===== config.mk =====
export PLATFORM = sky130hd
export DESIGN_NAME = pipe_top
export DESIGN_NICKNAME = d
export VERILOG_FILES = /design/src/pipe_pkg.sv /design/src/pipe_fetch.sv /design/src/pipe_core.sv /design/src/pipe_trace.sv /design/src/pipe_top.sv
export VERILOG_INCLUDE_DIRS = /design/src
export SDC_FILE = /design/constraint.sdc
export NUM_CORES = 2
export LEC_CHECK = 0
export BUFFER_PORTS_ARGS = -buffer_cell sky130_fd_sc_hd__buf_2
export CAP_MARGIN = 20
export CORE_MARGIN = 3
export CORE_UTILIZATION = 60
export CTS_CLUSTER_DIAMETER = 100
export DETAILED_ROUTE_END_ITERATION = 8
export PLACE_DENSITY = 0.77
export SLEW_MARGIN = 20
export SYNTH_ARGS = -nofsm -noshare
export SYNTH_HDL_FRONTEND = slang
export SYNTH_SLANG_ARGS = --single-unit

===== constraint.sdc =====
create_clock -name clk -period 18.7 [get_ports clk]
set_input_delay 0.935 -clock clk [delete_from_list [all_inputs] [get_ports clk]]
set_output_delay 0.935 -clock clk [all_outputs]
set_load 0.05 [all_outputs]

===== src/pipe_settings.svh =====
`ifndef PIPE_SETTINGS_SVH
`define PIPE_SETTINGS_SVH

////////////////////////////////////////////////////////////
// Datapath
////////////////////////////////////////////////////////////
`define PIPE_XLEN        16  // Register and memory word width
`define PIPE_NREG        8   // Architectural registers
`define PIPE_DMEM_WORDS  16  // Data memory words

////////////////////////////////////////////////////////////
// Flow control and trace
////////////////////////////////////////////////////////////
`define PIPE_IQ_DEPTH    4   // Input queue entries and initial sender credits
`define PIPE_TRACE_DEPTH 8   // Record FIFO entries and initial trace credits

// Tags wrap at 2**PIPE_TAG_W, which must cover PIPE_TRACE_DEPTH
`define PIPE_TAG_W       3
`define PIPE_CYC_W       16  // Cycle stamp width

`endif


===== src/pipe_pkg.sv =====
`include "pipe_settings.svh"

package pipe_pkg;

    typedef logic [`PIPE_XLEN-1:0]         word_t;
    typedef logic [15:0]                   instr_t;    // op 15:13 rd 12:10 rs 9:7 rt 6:4
    typedef logic [$clog2(`PIPE_NREG)-1:0] reg_idx_t;
    typedef logic [`PIPE_TAG_W-1:0]        tag_t;      // Sequence number modulo 8
    typedef logic [`PIPE_CYC_W-1:0]        cycle_t;

    ////////////////////////////////////////////////////////////
    // Instruction set
    //   ADD SUB AND XOR  rd <= rs op rt
    //   LDI              rd <= imm (bits 6:0, zero-extended)
    //   LD               rd <= mem[(rs + imm) low 4 bits]
    //   ST               mem[(rs + imm) low 4 bits] <= rd
    //   NOP              no effect
    // Only ALU ops, LDI and LD write a register
    // Registers read as zero after reset
    // Data memory is undefined until stored
    ////////////////////////////////////////////////////////////
    typedef enum logic [2:0] {
        OP_ADD = 3'd0,
        OP_SUB = 3'd1,
        OP_AND = 3'd2,
        OP_XOR = 3'd3,
        OP_LDI = 3'd4,
        OP_LD  = 3'd5,
        OP_ST  = 3'd6,
        OP_NOP = 3'd7
    } opcode_e;

    typedef struct packed {
        logic valid;  // Tagged instruction occupies the stage this cycle
        tag_t tag;
    } stage_evt_t;

    typedef struct packed {
        stage_evt_t evt_if;
        stage_evt_t evt_id;
        stage_evt_t evt_ex;
        stage_evt_t evt_mem;
        stage_evt_t evt_wb;
    } stage_evts_t;

    typedef struct packed {
        logic     valid;
        tag_t     tag;
        instr_t   instr;
        logic     wen;    // Register write happened
        reg_idx_t rd;
        word_t    value;
    } wb_info_t;

    typedef struct packed {
        tag_t     tag;
        instr_t   instr;
        logic     wen;
        reg_idx_t rd;
        word_t    value;
        cycle_t   cyc_if;  // First cycle in each stage
        cycle_t   cyc_id;
        cycle_t   cyc_ex;
        cycle_t   cyc_mem;
        cycle_t   cyc_wb;
    } trace_rec_t;

endpackage


===== src/pipe_fetch.sv =====
`timescale 1ns/1ps
`include "pipe_settings.svh"

module pipe_fetch
    import pipe_pkg::*;
(
    input  logic   clk,
    input  logic   rst,
    input  logic   instr_valid,
    input  instr_t instr,
    output logic   instr_credit,
    input  logic   issue_ok,
    input  logic   stall_id,
    output logic   if_valid,
    output tag_t   if_tag,
    output instr_t if_instr
);

    localparam int DEPTH = `PIPE_IQ_DEPTH;
    localparam int PTR_W = $clog2(DEPTH);

    instr_t           iq_mem [DEPTH];
    logic [PTR_W-1:0] wr_ptr;
    logic [PTR_W-1:0] rd_ptr;
    logic [PTR_W:0]   iq_count;
    logic             pop;
    tag_t             next_tag;

    ////////////////////////////////////////////////////////////
    // Input queue
    ////////////////////////////////////////////////////////////
    // The sender holds a credit for every push, so no full check
    always_ff @(posedge clk) begin
        if (instr_valid) begin
            iq_mem[wr_ptr] <= instr;
        end
    end

    always_ff @(posedge clk or posedge rst) begin
        if (rst) begin
            wr_ptr   <= '0;
            rd_ptr   <= '0;
            iq_count <= '0;
        end else begin
            if (instr_valid) begin
                wr_ptr <= wr_ptr + 1'b1;
            end
            if (pop) begin
                rd_ptr <= rd_ptr + 1'b1;
            end
            case ({instr_valid, pop})
                2'b10:   iq_count <= iq_count + 1'b1;
                2'b01:   iq_count <= iq_count - 1'b1;
                default: iq_count <= iq_count;
            endcase
        end
    end

    ////////////////////////////////////////////////////////////
    // IF stage
    ////////////////////////////////////////////////////////////
    assign if_valid = (iq_count != '0) && issue_ok;  // Queue head is the IF entry
    assign if_instr = iq_mem[rd_ptr];
    assign if_tag   = next_tag;
    assign pop      = if_valid && !stall_id;         // Held in IF while decode stalls

    always_ff @(posedge clk or posedge rst) begin
        if (rst) begin
            next_tag     <= '0;
            instr_credit <= 1'b0;
        end else begin
            instr_credit <= pop;  // One credit back per pop
            if (pop) begin
                next_tag <= next_tag + 1'b1;
            end
        end
    end

endmodule


===== src/pipe_core.sv =====
`timescale 1ns/1ps
`include "pipe_settings.svh"

module pipe_core
    import pipe_pkg::*;
(
    input  logic        clk,
    input  logic        rst,
    input  logic        if_valid,
    input  tag_t        if_tag,
    input  instr_t      if_instr,
    output logic        stall_id,
    output stage_evts_t stage_evts,
    output wb_info_t    wb_info
);

    localparam int DADDR_W = $clog2(`PIPE_DMEM_WORDS);

    word_t rf   [`PIPE_NREG];
    word_t dmem [`PIPE_DMEM_WORDS];

    logic         id_valid;
    tag_t         id_tag;
    instr_t       id_instr;
    logic         ex_valid;
    tag_t         ex_tag;
    instr_t       ex_instr;
    word_t        ex_rs_val;
    word_t        ex_rt_val;
    word_t        ex_rd_val;
    logic         mem_valid;
    tag_t         mem_tag;
    instr_t       mem_instr;
    logic         mem_wen;
    reg_idx_t     mem_rd;
    word_t        mem_alu;      // ALU result or memory address
    word_t        mem_st_data;
    logic         wb_valid;
    tag_t         wb_tag;
    instr_t       wb_instr;
    logic         wb_wen;
    reg_idx_t     wb_rd;
    word_t        wb_value;

    opcode_e      id_op;
    logic         uses_rs;
    logic         uses_rt;
    logic         uses_rd;
    logic         ex_is_ld;
    word_t        id_rs_val;
    word_t        id_rt_val;
    word_t        id_rd_val;
    opcode_e      ex_op;
    word_t        op_a;
    word_t        op_b;
    word_t        op_c;
    word_t        ex_result;
    logic         ex_wen;
    opcode_e      mem_op;
    logic [DADDR_W-1:0] mem_addr;
    word_t        mem_value;

    function automatic opcode_e op_of(instr_t i);
        return opcode_e'(i[15:13]);
    endfunction

    // Youngest matching writer wins over the older value
    function automatic word_t fwd(reg_idx_t idx, word_t raw, logic wen, reg_idx_t wrd,
                                  word_t wval);
        return (wen && wrd == idx) ? wval : raw;
    endfunction

    ////////////////////////////////////////////////////////////
    // Decode and load-use detect
    ////////////////////////////////////////////////////////////
    assign id_op    = op_of(id_instr);
    assign uses_rt  = id_op inside {OP_ADD, OP_SUB, OP_AND, OP_XOR};
    assign uses_rs  = uses_rt || (id_op inside {OP_LD, OP_ST});
    assign uses_rd  = (id_op == OP_ST);  // Store data comes from rd
    assign ex_is_ld = ex_valid && (ex_op == OP_LD);

    assign stall_id = id_valid && ex_is_ld &&
                      ((uses_rs && id_instr[9:7] == ex_instr[12:10]) ||
                       (uses_rt && id_instr[6:4] == ex_instr[12:10]) ||
                       (uses_rd && id_instr[12:10] == ex_instr[12:10]));

    // Register file read after the WB write
    assign id_rs_val = fwd(id_instr[9:7], rf[id_instr[9:7]], wb_wen, wb_rd, wb_value);
    assign id_rt_val = fwd(id_instr[6:4], rf[id_instr[6:4]], wb_wen, wb_rd, wb_value);
    assign id_rd_val = fwd(id_instr[12:10], rf[id_instr[12:10]], wb_wen, wb_rd, wb_value);

    ////////////////////////////////////////////////////////////
    // Execute with forwarding from MEM and WB
    ////////////////////////////////////////////////////////////
    assign ex_op = op_of(ex_instr);
    assign op_a  = fwd(ex_instr[9:7], fwd(ex_instr[9:7], ex_rs_val, wb_wen, wb_rd, wb_value),
                       mem_wen, mem_rd, mem_value);
    assign op_b  = fwd(ex_instr[6:4], fwd(ex_instr[6:4], ex_rt_val, wb_wen, wb_rd, wb_value),
                       mem_wen, mem_rd, mem_value);
    assign op_c  = fwd(ex_instr[12:10],
                       fwd(ex_instr[12:10], ex_rd_val, wb_wen, wb_rd, wb_value),
                       mem_wen, mem_rd, mem_value);

    always_comb begin
        case (ex_op)
            OP_ADD:       ex_result = op_a + op_b;
            OP_SUB:       ex_result = op_a - op_b;
            OP_AND:       ex_result = op_a & op_b;
            OP_XOR:       ex_result = op_a ^ op_b;
            OP_LDI:       ex_result = word_t'(ex_instr[6:0]);
            OP_LD, OP_ST: ex_result = op_a + word_t'(ex_instr[6:0]);  // Address
            default:      ex_result = '0;
        endcase
    end

    assign ex_wen = ex_valid && (ex_op inside {OP_ADD, OP_SUB, OP_AND, OP_XOR, OP_LDI, OP_LD});

    ////////////////////////////////////////////////////////////
    // Memory stage
    ////////////////////////////////////////////////////////////
    assign mem_op    = op_of(mem_instr);
    assign mem_addr  = mem_alu[DADDR_W-1:0];
    assign mem_value = (mem_op == OP_LD) ? dmem[mem_addr] : mem_alu;

    always_ff @(posedge clk) begin
        if (mem_valid && mem_op == OP_ST) begin
            dmem[mem_addr] <= mem_st_data;
        end
    end

    always_ff @(posedge clk or posedge rst) begin
        if (rst) begin
            for (int i = 0; i < `PIPE_NREG; i++) begin
                rf[i] <= '0;
            end
        end else if (wb_wen) begin
            rf[wb_rd] <= wb_value;
        end
    end

    ////////////////////////////////////////////////////////////
    // Pipeline registers
    ////////////////////////////////////////////////////////////
    always_ff @(posedge clk or posedge rst) begin
        if (rst) begin
            id_valid  <= 1'b0;
            ex_valid  <= 1'b0;
            mem_valid <= 1'b0;
            mem_wen   <= 1'b0;
            wb_valid  <= 1'b0;
            wb_wen    <= 1'b0;
        end else begin
            if (!stall_id) begin
                id_valid <= if_valid;
            end
            ex_valid  <= id_valid && !stall_id;  // Bubble on load-use
            mem_valid <= ex_valid;
            mem_wen   <= ex_wen;
            wb_valid  <= mem_valid;
            wb_wen    <= mem_wen;
        end
    end

    always_ff @(posedge clk) begin
        if (!stall_id) begin
            id_tag   <= if_tag;
            id_instr <= if_instr;
        end
        ex_tag      <= id_tag;
        ex_instr    <= id_instr;
        ex_rs_val   <= id_rs_val;
        ex_rt_val   <= id_rt_val;
        ex_rd_val   <= id_rd_val;
        mem_tag     <= ex_tag;
        mem_instr   <= ex_instr;
        mem_rd      <= ex_instr[12:10];
        mem_alu     <= ex_result;
        mem_st_data <= op_c;
        wb_tag      <= mem_tag;
        wb_instr    <= mem_instr;
        wb_rd       <= mem_rd;
        wb_value    <= mem_value;
    end

    always_comb begin
        stage_evts.evt_if.valid  = if_valid && !stall_id;  // Stamped in the pop cycle
        stage_evts.evt_if.tag    = if_tag;
        stage_evts.evt_id.valid  = id_valid;
        stage_evts.evt_id.tag    = id_tag;
        stage_evts.evt_ex.valid  = ex_valid;
        stage_evts.evt_ex.tag    = ex_tag;
        stage_evts.evt_mem.valid = mem_valid;
        stage_evts.evt_mem.tag   = mem_tag;
        stage_evts.evt_wb.valid  = wb_valid;
        stage_evts.evt_wb.tag    = wb_tag;
        wb_info.valid            = wb_valid;
        wb_info.tag              = wb_tag;
        wb_info.instr            = wb_instr;
        wb_info.wen              = wb_wen;
        wb_info.rd               = wb_rd;
        wb_info.value            = wb_value;
    end

endmodule


===== src/pipe_trace.sv =====
`timescale 1ns/1ps
`include "pipe_settings.svh"

module pipe_trace
    import pipe_pkg::*;
(
    input  logic        clk,
    input  logic        rst,
    input  stage_evts_t stage_evts,
    input  wb_info_t    wb_info,
    output logic        issue_ok,
    output logic        trace_valid,
    output trace_rec_t  trace_rec,
    input  logic        trace_credit
);

    localparam int DEPTH = `PIPE_TRACE_DEPTH;
    localparam int PTR_W = $clog2(DEPTH);
    localparam int NTAGS = 1 << `PIPE_TAG_W;

    cycle_t           cyc;
    stage_evts_t      prev_evts;      // Events of the previous cycle
    cycle_t           tab_if  [NTAGS];
    cycle_t           tab_id  [NTAGS];
    cycle_t           tab_ex  [NTAGS];
    cycle_t           tab_mem [NTAGS];
    trace_rec_t       wb_rec;
    trace_rec_t       fifo_mem [DEPTH];
    logic [PTR_W-1:0] wr_ptr;
    logic [PTR_W-1:0] rd_ptr;
    logic [PTR_W:0]   fifo_count;
    logic [PTR_W:0]   credits;
    logic [PTR_W:0]   occ;            // In flight plus queued
    logic             push;
    logic             send;

    // True on the first cycle a tag shows up in a stage
    function automatic logic is_new(stage_evt_t cur, stage_evt_t prev);
        return cur.valid && !(prev.valid && prev.tag == cur.tag);
    endfunction

    function automatic logic [PTR_W:0] bump(logic [PTR_W:0] v, logic up, logic dn);
        return v + {{PTR_W{1'b0}}, up} - {{PTR_W{1'b0}}, dn};
    endfunction

    ////////////////////////////////////////////////////////////
    // Cycle stamps per tag
    ////////////////////////////////////////////////////////////
    always_ff @(posedge clk or posedge rst) begin
        if (rst) begin
            cyc       <= '0;
            prev_evts <= '0;
        end else begin
            cyc       <= cyc + 1'b1;
            prev_evts <= stage_evts;
        end
    end

    always_ff @(posedge clk) begin
        if (is_new(stage_evts.evt_if, prev_evts.evt_if)) begin
            tab_if[stage_evts.evt_if.tag] <= cyc;
        end
        if (is_new(stage_evts.evt_id, prev_evts.evt_id)) begin
            tab_id[stage_evts.evt_id.tag] <= cyc;  // Stall keeps the first ID cycle
        end
        if (is_new(stage_evts.evt_ex, prev_evts.evt_ex)) begin
            tab_ex[stage_evts.evt_ex.tag] <= cyc;
        end
        if (is_new(stage_evts.evt_mem, prev_evts.evt_mem)) begin
            tab_mem[stage_evts.evt_mem.tag] <= cyc;
        end
    end

    always_comb begin
        wb_rec.tag     = wb_info.tag;
        wb_rec.instr   = wb_info.instr;
        wb_rec.wen     = wb_info.wen;
        wb_rec.rd      = wb_info.rd;
        wb_rec.value   = wb_info.value;
        wb_rec.cyc_if  = tab_if[wb_info.tag];
        wb_rec.cyc_id  = tab_id[wb_info.tag];
        wb_rec.cyc_ex  = tab_ex[wb_info.tag];
        wb_rec.cyc_mem = tab_mem[wb_info.tag];
        wb_rec.cyc_wb  = cyc;
    end

    ////////////////////////////////////////////////////////////
    // Record FIFO and credit output
    ////////////////////////////////////////////////////////////
    assign push        = wb_info.valid;
    assign send        = trace_valid;
    assign trace_valid = (fifo_count != '0) && (credits != '0);
    assign trace_rec   = fifo_mem[rd_ptr];
    assign issue_ok    = occ < (PTR_W+1)'(DEPTH);  // Table and FIFO cannot overrun

    always_ff @(posedge clk) begin
        if (push) begin
            fifo_mem[wr_ptr] <= wb_rec;
        end
    end

    always_ff @(posedge clk or posedge rst) begin
        if (rst) begin
            wr_ptr     <= '0;
            rd_ptr     <= '0;
            fifo_count <= '0;
            credits    <= (PTR_W+1)'(DEPTH);
            occ        <= '0;
        end else begin
            if (push) begin
                wr_ptr <= wr_ptr + 1'b1;
            end
            if (send) begin
                rd_ptr <= rd_ptr + 1'b1;
            end
            fifo_count <= bump(fifo_count, push, send);
            credits    <= bump(credits, trace_credit, send);
            occ        <= bump(occ, stage_evts.evt_if.valid, send);
        end
    end

endmodule


===== src/pipe_top.sv =====
`timescale 1ns/1ps

module pipe_top
    import pipe_pkg::*;
(
    input  logic       clk,
    input  logic       rst,
    input  logic       instr_valid,
    input  instr_t     instr,
    output logic       instr_credit,
    output logic       trace_valid,
    output trace_rec_t trace_rec,
    input  logic       trace_credit
);

    logic        issue_ok;
    logic        stall_id;
    logic        if_valid;
    tag_t        if_tag;
    instr_t      if_instr;
    stage_evts_t stage_evts;
    wb_info_t    wb_info;

    pipe_fetch pipe_fetch_inst (
        .clk          (clk),
        .rst          (rst),
        .instr_valid  (instr_valid),
        .instr        (instr),
        .instr_credit (instr_credit),
        .issue_ok     (issue_ok),
        .stall_id     (stall_id),
        .if_valid     (if_valid),
        .if_tag       (if_tag),
        .if_instr     (if_instr)
    );

    pipe_core pipe_core_inst (
        .clk        (clk),
        .rst        (rst),
        .if_valid   (if_valid),
        .if_tag     (if_tag),
        .if_instr   (if_instr),
        .stall_id   (stall_id),
        .stage_evts (stage_evts),
        .wb_info    (wb_info)
    );

    pipe_trace pipe_trace_inst (
        .clk          (clk),
        .rst          (rst),
        .stage_evts   (stage_evts),
        .wb_info      (wb_info),
        .issue_ok     (issue_ok),
        .trace_valid  (trace_valid),
        .trace_rec    (trace_rec),
        .trace_credit (trace_credit)
    );

endmodule


==> impl_results.html <==
<table>
<tr><th>Metric</th><th>Value</th></tr>
<tr><th colspan="2">Critical path</th></tr>
<tr><td>Type of destination of the critical path</td><td>primary output</td></tr>
<tr><td>Worst setup path class</td><td>flip-flop to primary output</td></tr>
<tr><td>Crit-path cells</td><td>buf_4, buf_4, buf_4, mux4_2, mux2_2, buf_2</td></tr>
<tr><td>Critical path's slowest cell</td><td>dfrtp_4</td></tr>
<tr><td>Top fanout value on the critical path</td><td>44</td></tr>
<tr><td>CP top delay family</td><td>buffers and inverters</td></tr>
<tr><td>Count of buffering cells on the critical path with inverters included</td><td>4</td></tr>
<tr><td>Critical path data arrival time</td><td>5.22 ns</td></tr>
<tr><td>Required arrival time at the worst endpoint</td><td>17.77 ns</td></tr>
<tr><td>Crit path top cell by count</td><td>buf_4</td></tr>
<tr><td>Worst reg-to-reg path cell count</td><td>19</td></tr>
<tr><td>Number of cells on the critical path</td><td>6</td></tr>
<tr><td>Critical path launch point type</td><td>flip-flop</td></tr>
<tr><td>Maximum cell stage delay along the critical path</td><td>0.82 ns</td></tr>
<tr><th colspan="2">STA</th></tr>
<tr><td>Final setup slack of the worst path</td><td>12.55 ns</td></tr>
<tr><td>Unrepaired setup endpoints after global routing</td><td>false</td></tr>
<tr><td>Fin. max-slew vios</td><td>0</td></tr>
<tr><td>Tightest slew margin relative to the limit</td><td>0.253</td></tr>
<tr><td>Final setup TNS</td><td>0 ns</td></tr>
<tr><td>Final count of negative-setup-slack endpoints</td><td>0</td></tr>
<tr><td>Hold slack</td><td>0.248 ns</td></tr>
<tr><td>Max Fclk</td><td>162 MHz</td></tr>
<tr><td>Final cycle utilization of the critical path</td><td>0.329</td></tr>
<tr><td>Clock skew after layout</td><td>0.0534 ns</td></tr>
<tr><td>Hold Violations, Final</td><td>0</td></tr>
<tr><td>Final critical delay including setup and external delays</td><td>6.15 ns</td></tr>
<tr><td>Transition time of the tightest slew-check pin</td><td>1.12 ns</td></tr>
<tr><th colspan="2">Floorplan</th></tr>
<tr><td>Die width</td><td>381 µm</td></tr>
<tr><td>FP Rows</td><td>136</td></tr>
<tr><td>Initial cell density of the core</td><td>0.609</td></tr>
<tr><td>Height of the die</td><td>381 µm</td></tr>
<tr><td>CORE AREA</td><td>139000 µm²</td></tr>
<tr><td>Area of the die</td><td>145000 µm²</td></tr>
<tr><td>Total I/O pin count</td><td>141</td></tr>
<tr><th colspan="2">Routing</th></tr>
<tr><td>Post-route antenna net violation count</td><td>0</td></tr>
<tr><td>Post-DR wirelength/cell</td><td>29.1 µm</td></tr>
<tr><td>Router iterations before antenna repair</td><td>5</td></tr>
<tr><td>Post-detailed-route via-to-cell ratio</td><td>6.41</td></tr>
<tr><td>Remaining routing DRC violations</td><td>0</td></tr>
<tr><td>Vias post-DR</td><td>41400</td></tr>
<tr><td>Total wire length after detailed routing</td><td>188000 µm</td></tr>
<tr><td>Number of violations reported at the end of detailed-routing iteration 0</td><td>4282</td></tr>
<tr><th colspan="2">Global routing</th></tr>
<tr><td>Pin count of the biggest net entering global routing</td><td>142</td></tr>
<tr><td>Vias in the first global route</td><td>43400</td></tr>
<tr><td>Initial antenna violation count</td><td>6</td></tr>
<tr><td>Global-route wire length before repair</td><td>283000 µm</td></tr>
<tr><td>All-layer global routing usage</td><td>0.263</td></tr>
<tr><td>Total congestion overflow</td><td>0</td></tr>
<tr><th colspan="2">Cells and area</th></tr>
<tr><td># fillers</td><td>8573</td></tr>
<tr><td>Commonest non-fill, non-tap cell in the layout</td><td>edfxtp_1</td></tr>
<tr><td>Most used cells in the layout excluding fill and tap cells</td><td>edfxtp_1 (1779), mux4_2 (510), mux2_2 (329), clkbuf_16 (204), dfrtp_1 (187)</td></tr>
<tr><td>Layout overhead on the synthesized area</td><td>11.6%</td></tr>
<tr><td>Final net count</td><td>4500</td></tr>
<tr><td>Final cell area excluding filler cells</td><td>94200 µm²</td></tr>
<tr><td>Layout cell share with drive strength beyond 1</td><td>0.316</td></tr>
<tr><th colspan="2">Clocking</th></tr>
<tr><td>Clock network latency to the later pin of the worst-skew pair</td><td>0.85 ns</td></tr>
<tr><td>Clock input transition at the sequential cells of the worst setup and hold paths</td><td>0.06 ns</td></tr>
<tr><td>Clock Sinks</td><td>2124</td></tr>
<tr><td>Depth of the CTS H-tree</td><td>4</td></tr>
<tr><td>Maximum clock insertion buffer count</td><td>3</td></tr>
<tr><td>CTS Hold Bufs</td><td>0</td></tr>
<tr><td>Root buffer cell</td><td>clkbuf_16</td></tr>
<tr><td>Resized cells post-CTS</td><td>0</td></tr>
<tr><td>Number of buffers inserted to repair setup after CTS</td><td>0</td></tr>
<tr><td>TritonCTS clock tree</td><td>yes</td></tr>
<tr><td>Number of buffers created by CTS</td><td>204</td></tr>
<tr><th colspan="2">Run</th></tr>
<tr><td>Max Cap Violations</td><td>0</td></tr>
<tr><th colspan="2">Synth</th></tr>
<tr><td>Fraction of synthesized cell area taken by the top area cell type</td><td>0.633</td></tr>
<tr><td>Warnings, synthesis</td><td>0</td></tr>
<tr><td>Distinct cell type count of the synthesized netlist</td><td>84</td></tr>
<tr><td>Fraction of registers with async set/reset</td><td>0.0904</td></tr>
<tr><td>Average size of a mapped cell</td><td>20.2 µm²</td></tr>
<tr><td>Cell type contributing the most total cell area after synthesis</td><td>edfxtp_1</td></tr>
<tr><td>Post-synthesis instance area</td><td>84400 µm²</td></tr>
<tr><td>Number of cells produced by synthesis</td><td>4188</td></tr>
<tr><td>Proportion of synthesized chip area in sequential cells</td><td>0.726</td></tr>
<tr><td>Dominant cells by area after synthesis</td><td>edfxtp_1 (63%), mux4_2 (14%), dfrtp_1 (5.7%)</td></tr>
<tr><td>Nets in the synthesized netlist</td><td>4268</td></tr>
<tr><td>Number of enable-type register cells in the synthesized netlist</td><td>1779</td></tr>
<tr><td>Main flop type after synthesis</td><td>edfxtp_1</td></tr>
<tr><td>Total of flip-flops plus latches after synthesis</td><td>2124</td></tr>
<tr><th colspan="2">Pwr</th></tr>
<tr><td>Lkg Pwr</td><td>32.5 nW</td></tr>
<tr><td>Peak VDD IR</td><td>0.159 mV</td></tr>
<tr><td>PD cells</td><td>187 nW/µm²</td></tr>
<tr><td>Share of power burned in combinational logic</td><td>0.353</td></tr>
<tr><td>Switching power of the nets</td><td>6.29 mW</td></tr>
<tr><td>Switching Fraction</td><td>0.358</td></tr>
<tr><td>Clk pwr share</td><td>0.226</td></tr>
<tr><td>Cell Int Power</td><td>11.3 mW</td></tr>
<tr><td>Flop pwr share</td><td>0.421</td></tr>
<tr><th colspan="2">Placed design</th></tr>
<tr><td>Port bufs</td><td>140</td></tr>
<tr><td>Setup slack after placement</td><td>12.99 ns</td></tr>
<tr><td>Detailed placer's ending HPWL</td><td>104000 µm</td></tr>
<tr><td>Instance area at placement</td><td>87600 µm²</td></tr>
<tr><td>Placer Congestion</td><td>0.890</td></tr>
<tr><th colspan="2">Hold path</th></tr>
<tr><td>Tightest Hold Check Type</td><td>input port to asynchronous set/reset pin</td></tr>
<tr><th colspan="2">Run status</th></tr>
<tr><td>Status</td><td>finished clean</td></tr>
</table>
## metrics by stage
stage | total power, mW | util | cells
floorplan | 11.8 | - | 4188
global placement | 13.5 | 0.632 | 6072
detailed placement | 13.6 | 0.632 | 6073
CTS | 17.7 | 0.679 | 6455
global route | 18.3 | 0.680 | 6460
finish | 17.6 | 0.680 | 6461
## flip-flops by register name (all words and copies together) (netlist names), 64 cells and up
register                  flops
pipe_trace_inst.fifo_mem    928
pipe_core_inst.dmem         256
pipe_core_inst.rf           128
pipe_trace_inst.tab_ex      128
pipe_trace_inst.tab_id      128
pipe_trace_inst.tab_if      128
pipe_trace_inst.tab_mem     128
pipe_fetch_inst.iq_mem       64
## cells in the mapped netlist (4+ instances only)
cell type	count
o21ai_0	36
buf_1	49
a31oi_1	8
nor3_1	24
nand3b_1	4
inv_1	57
a221o_1	6
fa_1	5
dfxtp_1	153
edfxtp_1	1779
and4_1	4
ha_1	55
mux2_2	329
o221ai_1	4
a21oi_1	91
buf_4	9
nand4_1	13
a22oi_1	29
buf_2	17
nand2b_1	13
o22ai_1	10
mux4_2	510
xor2_1	26
nand4b_1	4
and3_1	11
nor3b_1	14
buf_6	4
o31ai_1	6
a221oi_1	4
nor2_1	127
and2_1	13
o21ai_1	4
mux2i_1	146
a21o_1	13
a211oi_1	6
nand2_1	82
nand3_1	22
a32oi_1	6
and3b_1	7
dfrtp_1	191
nor2b_1	10
clkbuf_1	157
xnor2_1	68
## worst paths after layout
| check | start | end | slack [ns] |
|---|---|---|---|
| max in group asynchronous | rst | pipe_core_inst.rf[47] | 17.13 |
| worst min register to register | pipe_core_inst.mem_instr[0] | pipe_core_inst.wb_instr[0] | 0.33 |
| worst max register to register | pipe_core_inst.mem_alu[1] | pipe_core_inst.mem_alu[15] | 12.91 |
| worst max-delay path | pipe_trace_inst.rd_ptr[0] | trace_rec[5] | 12.55 |
| worst min-delay path | rst | pipe_core_inst.rf[118] | 0.25 |
| min in group clk | instr[15] | pipe_fetch_inst.iq_mem[2][15] | 0.29 |
## worst reg2reg max path: cells and delay by family, from the launching register on
family	cells	cell delay, ns
AOI/OAI and AO/OA	11	2.47
xor gates and xnor gates	1	0.21
DFF	1	0.49
adders and majority gates	1	0.31
buffers and inverters	2	0.96
muxes	2	0.46
and+or+nand+nor	2	0.75
## cell families after synthesis
logic type,count (synthesis),share of synthesized area
AO/OA/AOI/OAI,258,0.0201
XOR/XNOR,96,0.0101
adder cells (fa/ha/maj),60,0.00934
buffers and inverters,297,0.0145
flip-flops,2124,0.726
multiplexers,988,0.198
AND/OR/NAND/NOR,365,0.0215
## power by group through the flow
stage / logic [mW] / registers [mW] / clock network [mW]
final: 6.20 / 7.41 / 3.97
after global routing: 6.60 / 7.51 / 4.22
after CTS: 6.23 / 7.42 / 4.03
after detailed placement: 6.16 / 7.49 / 0
after global placement: 6.08 / 7.41 / 0
after floorplan: 4.80 / 7.05 / 0
## area by class of cell
cell class | count | area, µm² | area share
antenna | 2 | 5.00 | 0.0000531
clock buffer | 264 | 5410 | 0.0574
clock inverter | 118 | 1100 | 0.0116
inverter | 59 | 229 | 0.00243
multi-input combinational | 1767 | 22100 | 0.235
sequential | 2124 | 61300 | 0.651
tap | 1863 | 2330 | 0.0247
timing repair buffer | 264 | 1680 | 0.0178
## metal layers
layer  vias to the layer above  wire length (µm)  GRT usage
met1                     21800             71300      0.345
met3                       372             11900     0.0442
met2                      1756             98200      0.451
li1                      17500                 -          -
met4                         6              6680     0.0927
met5                         -                34          0
No activity file was read; power rests on OpenSTA's default activity.
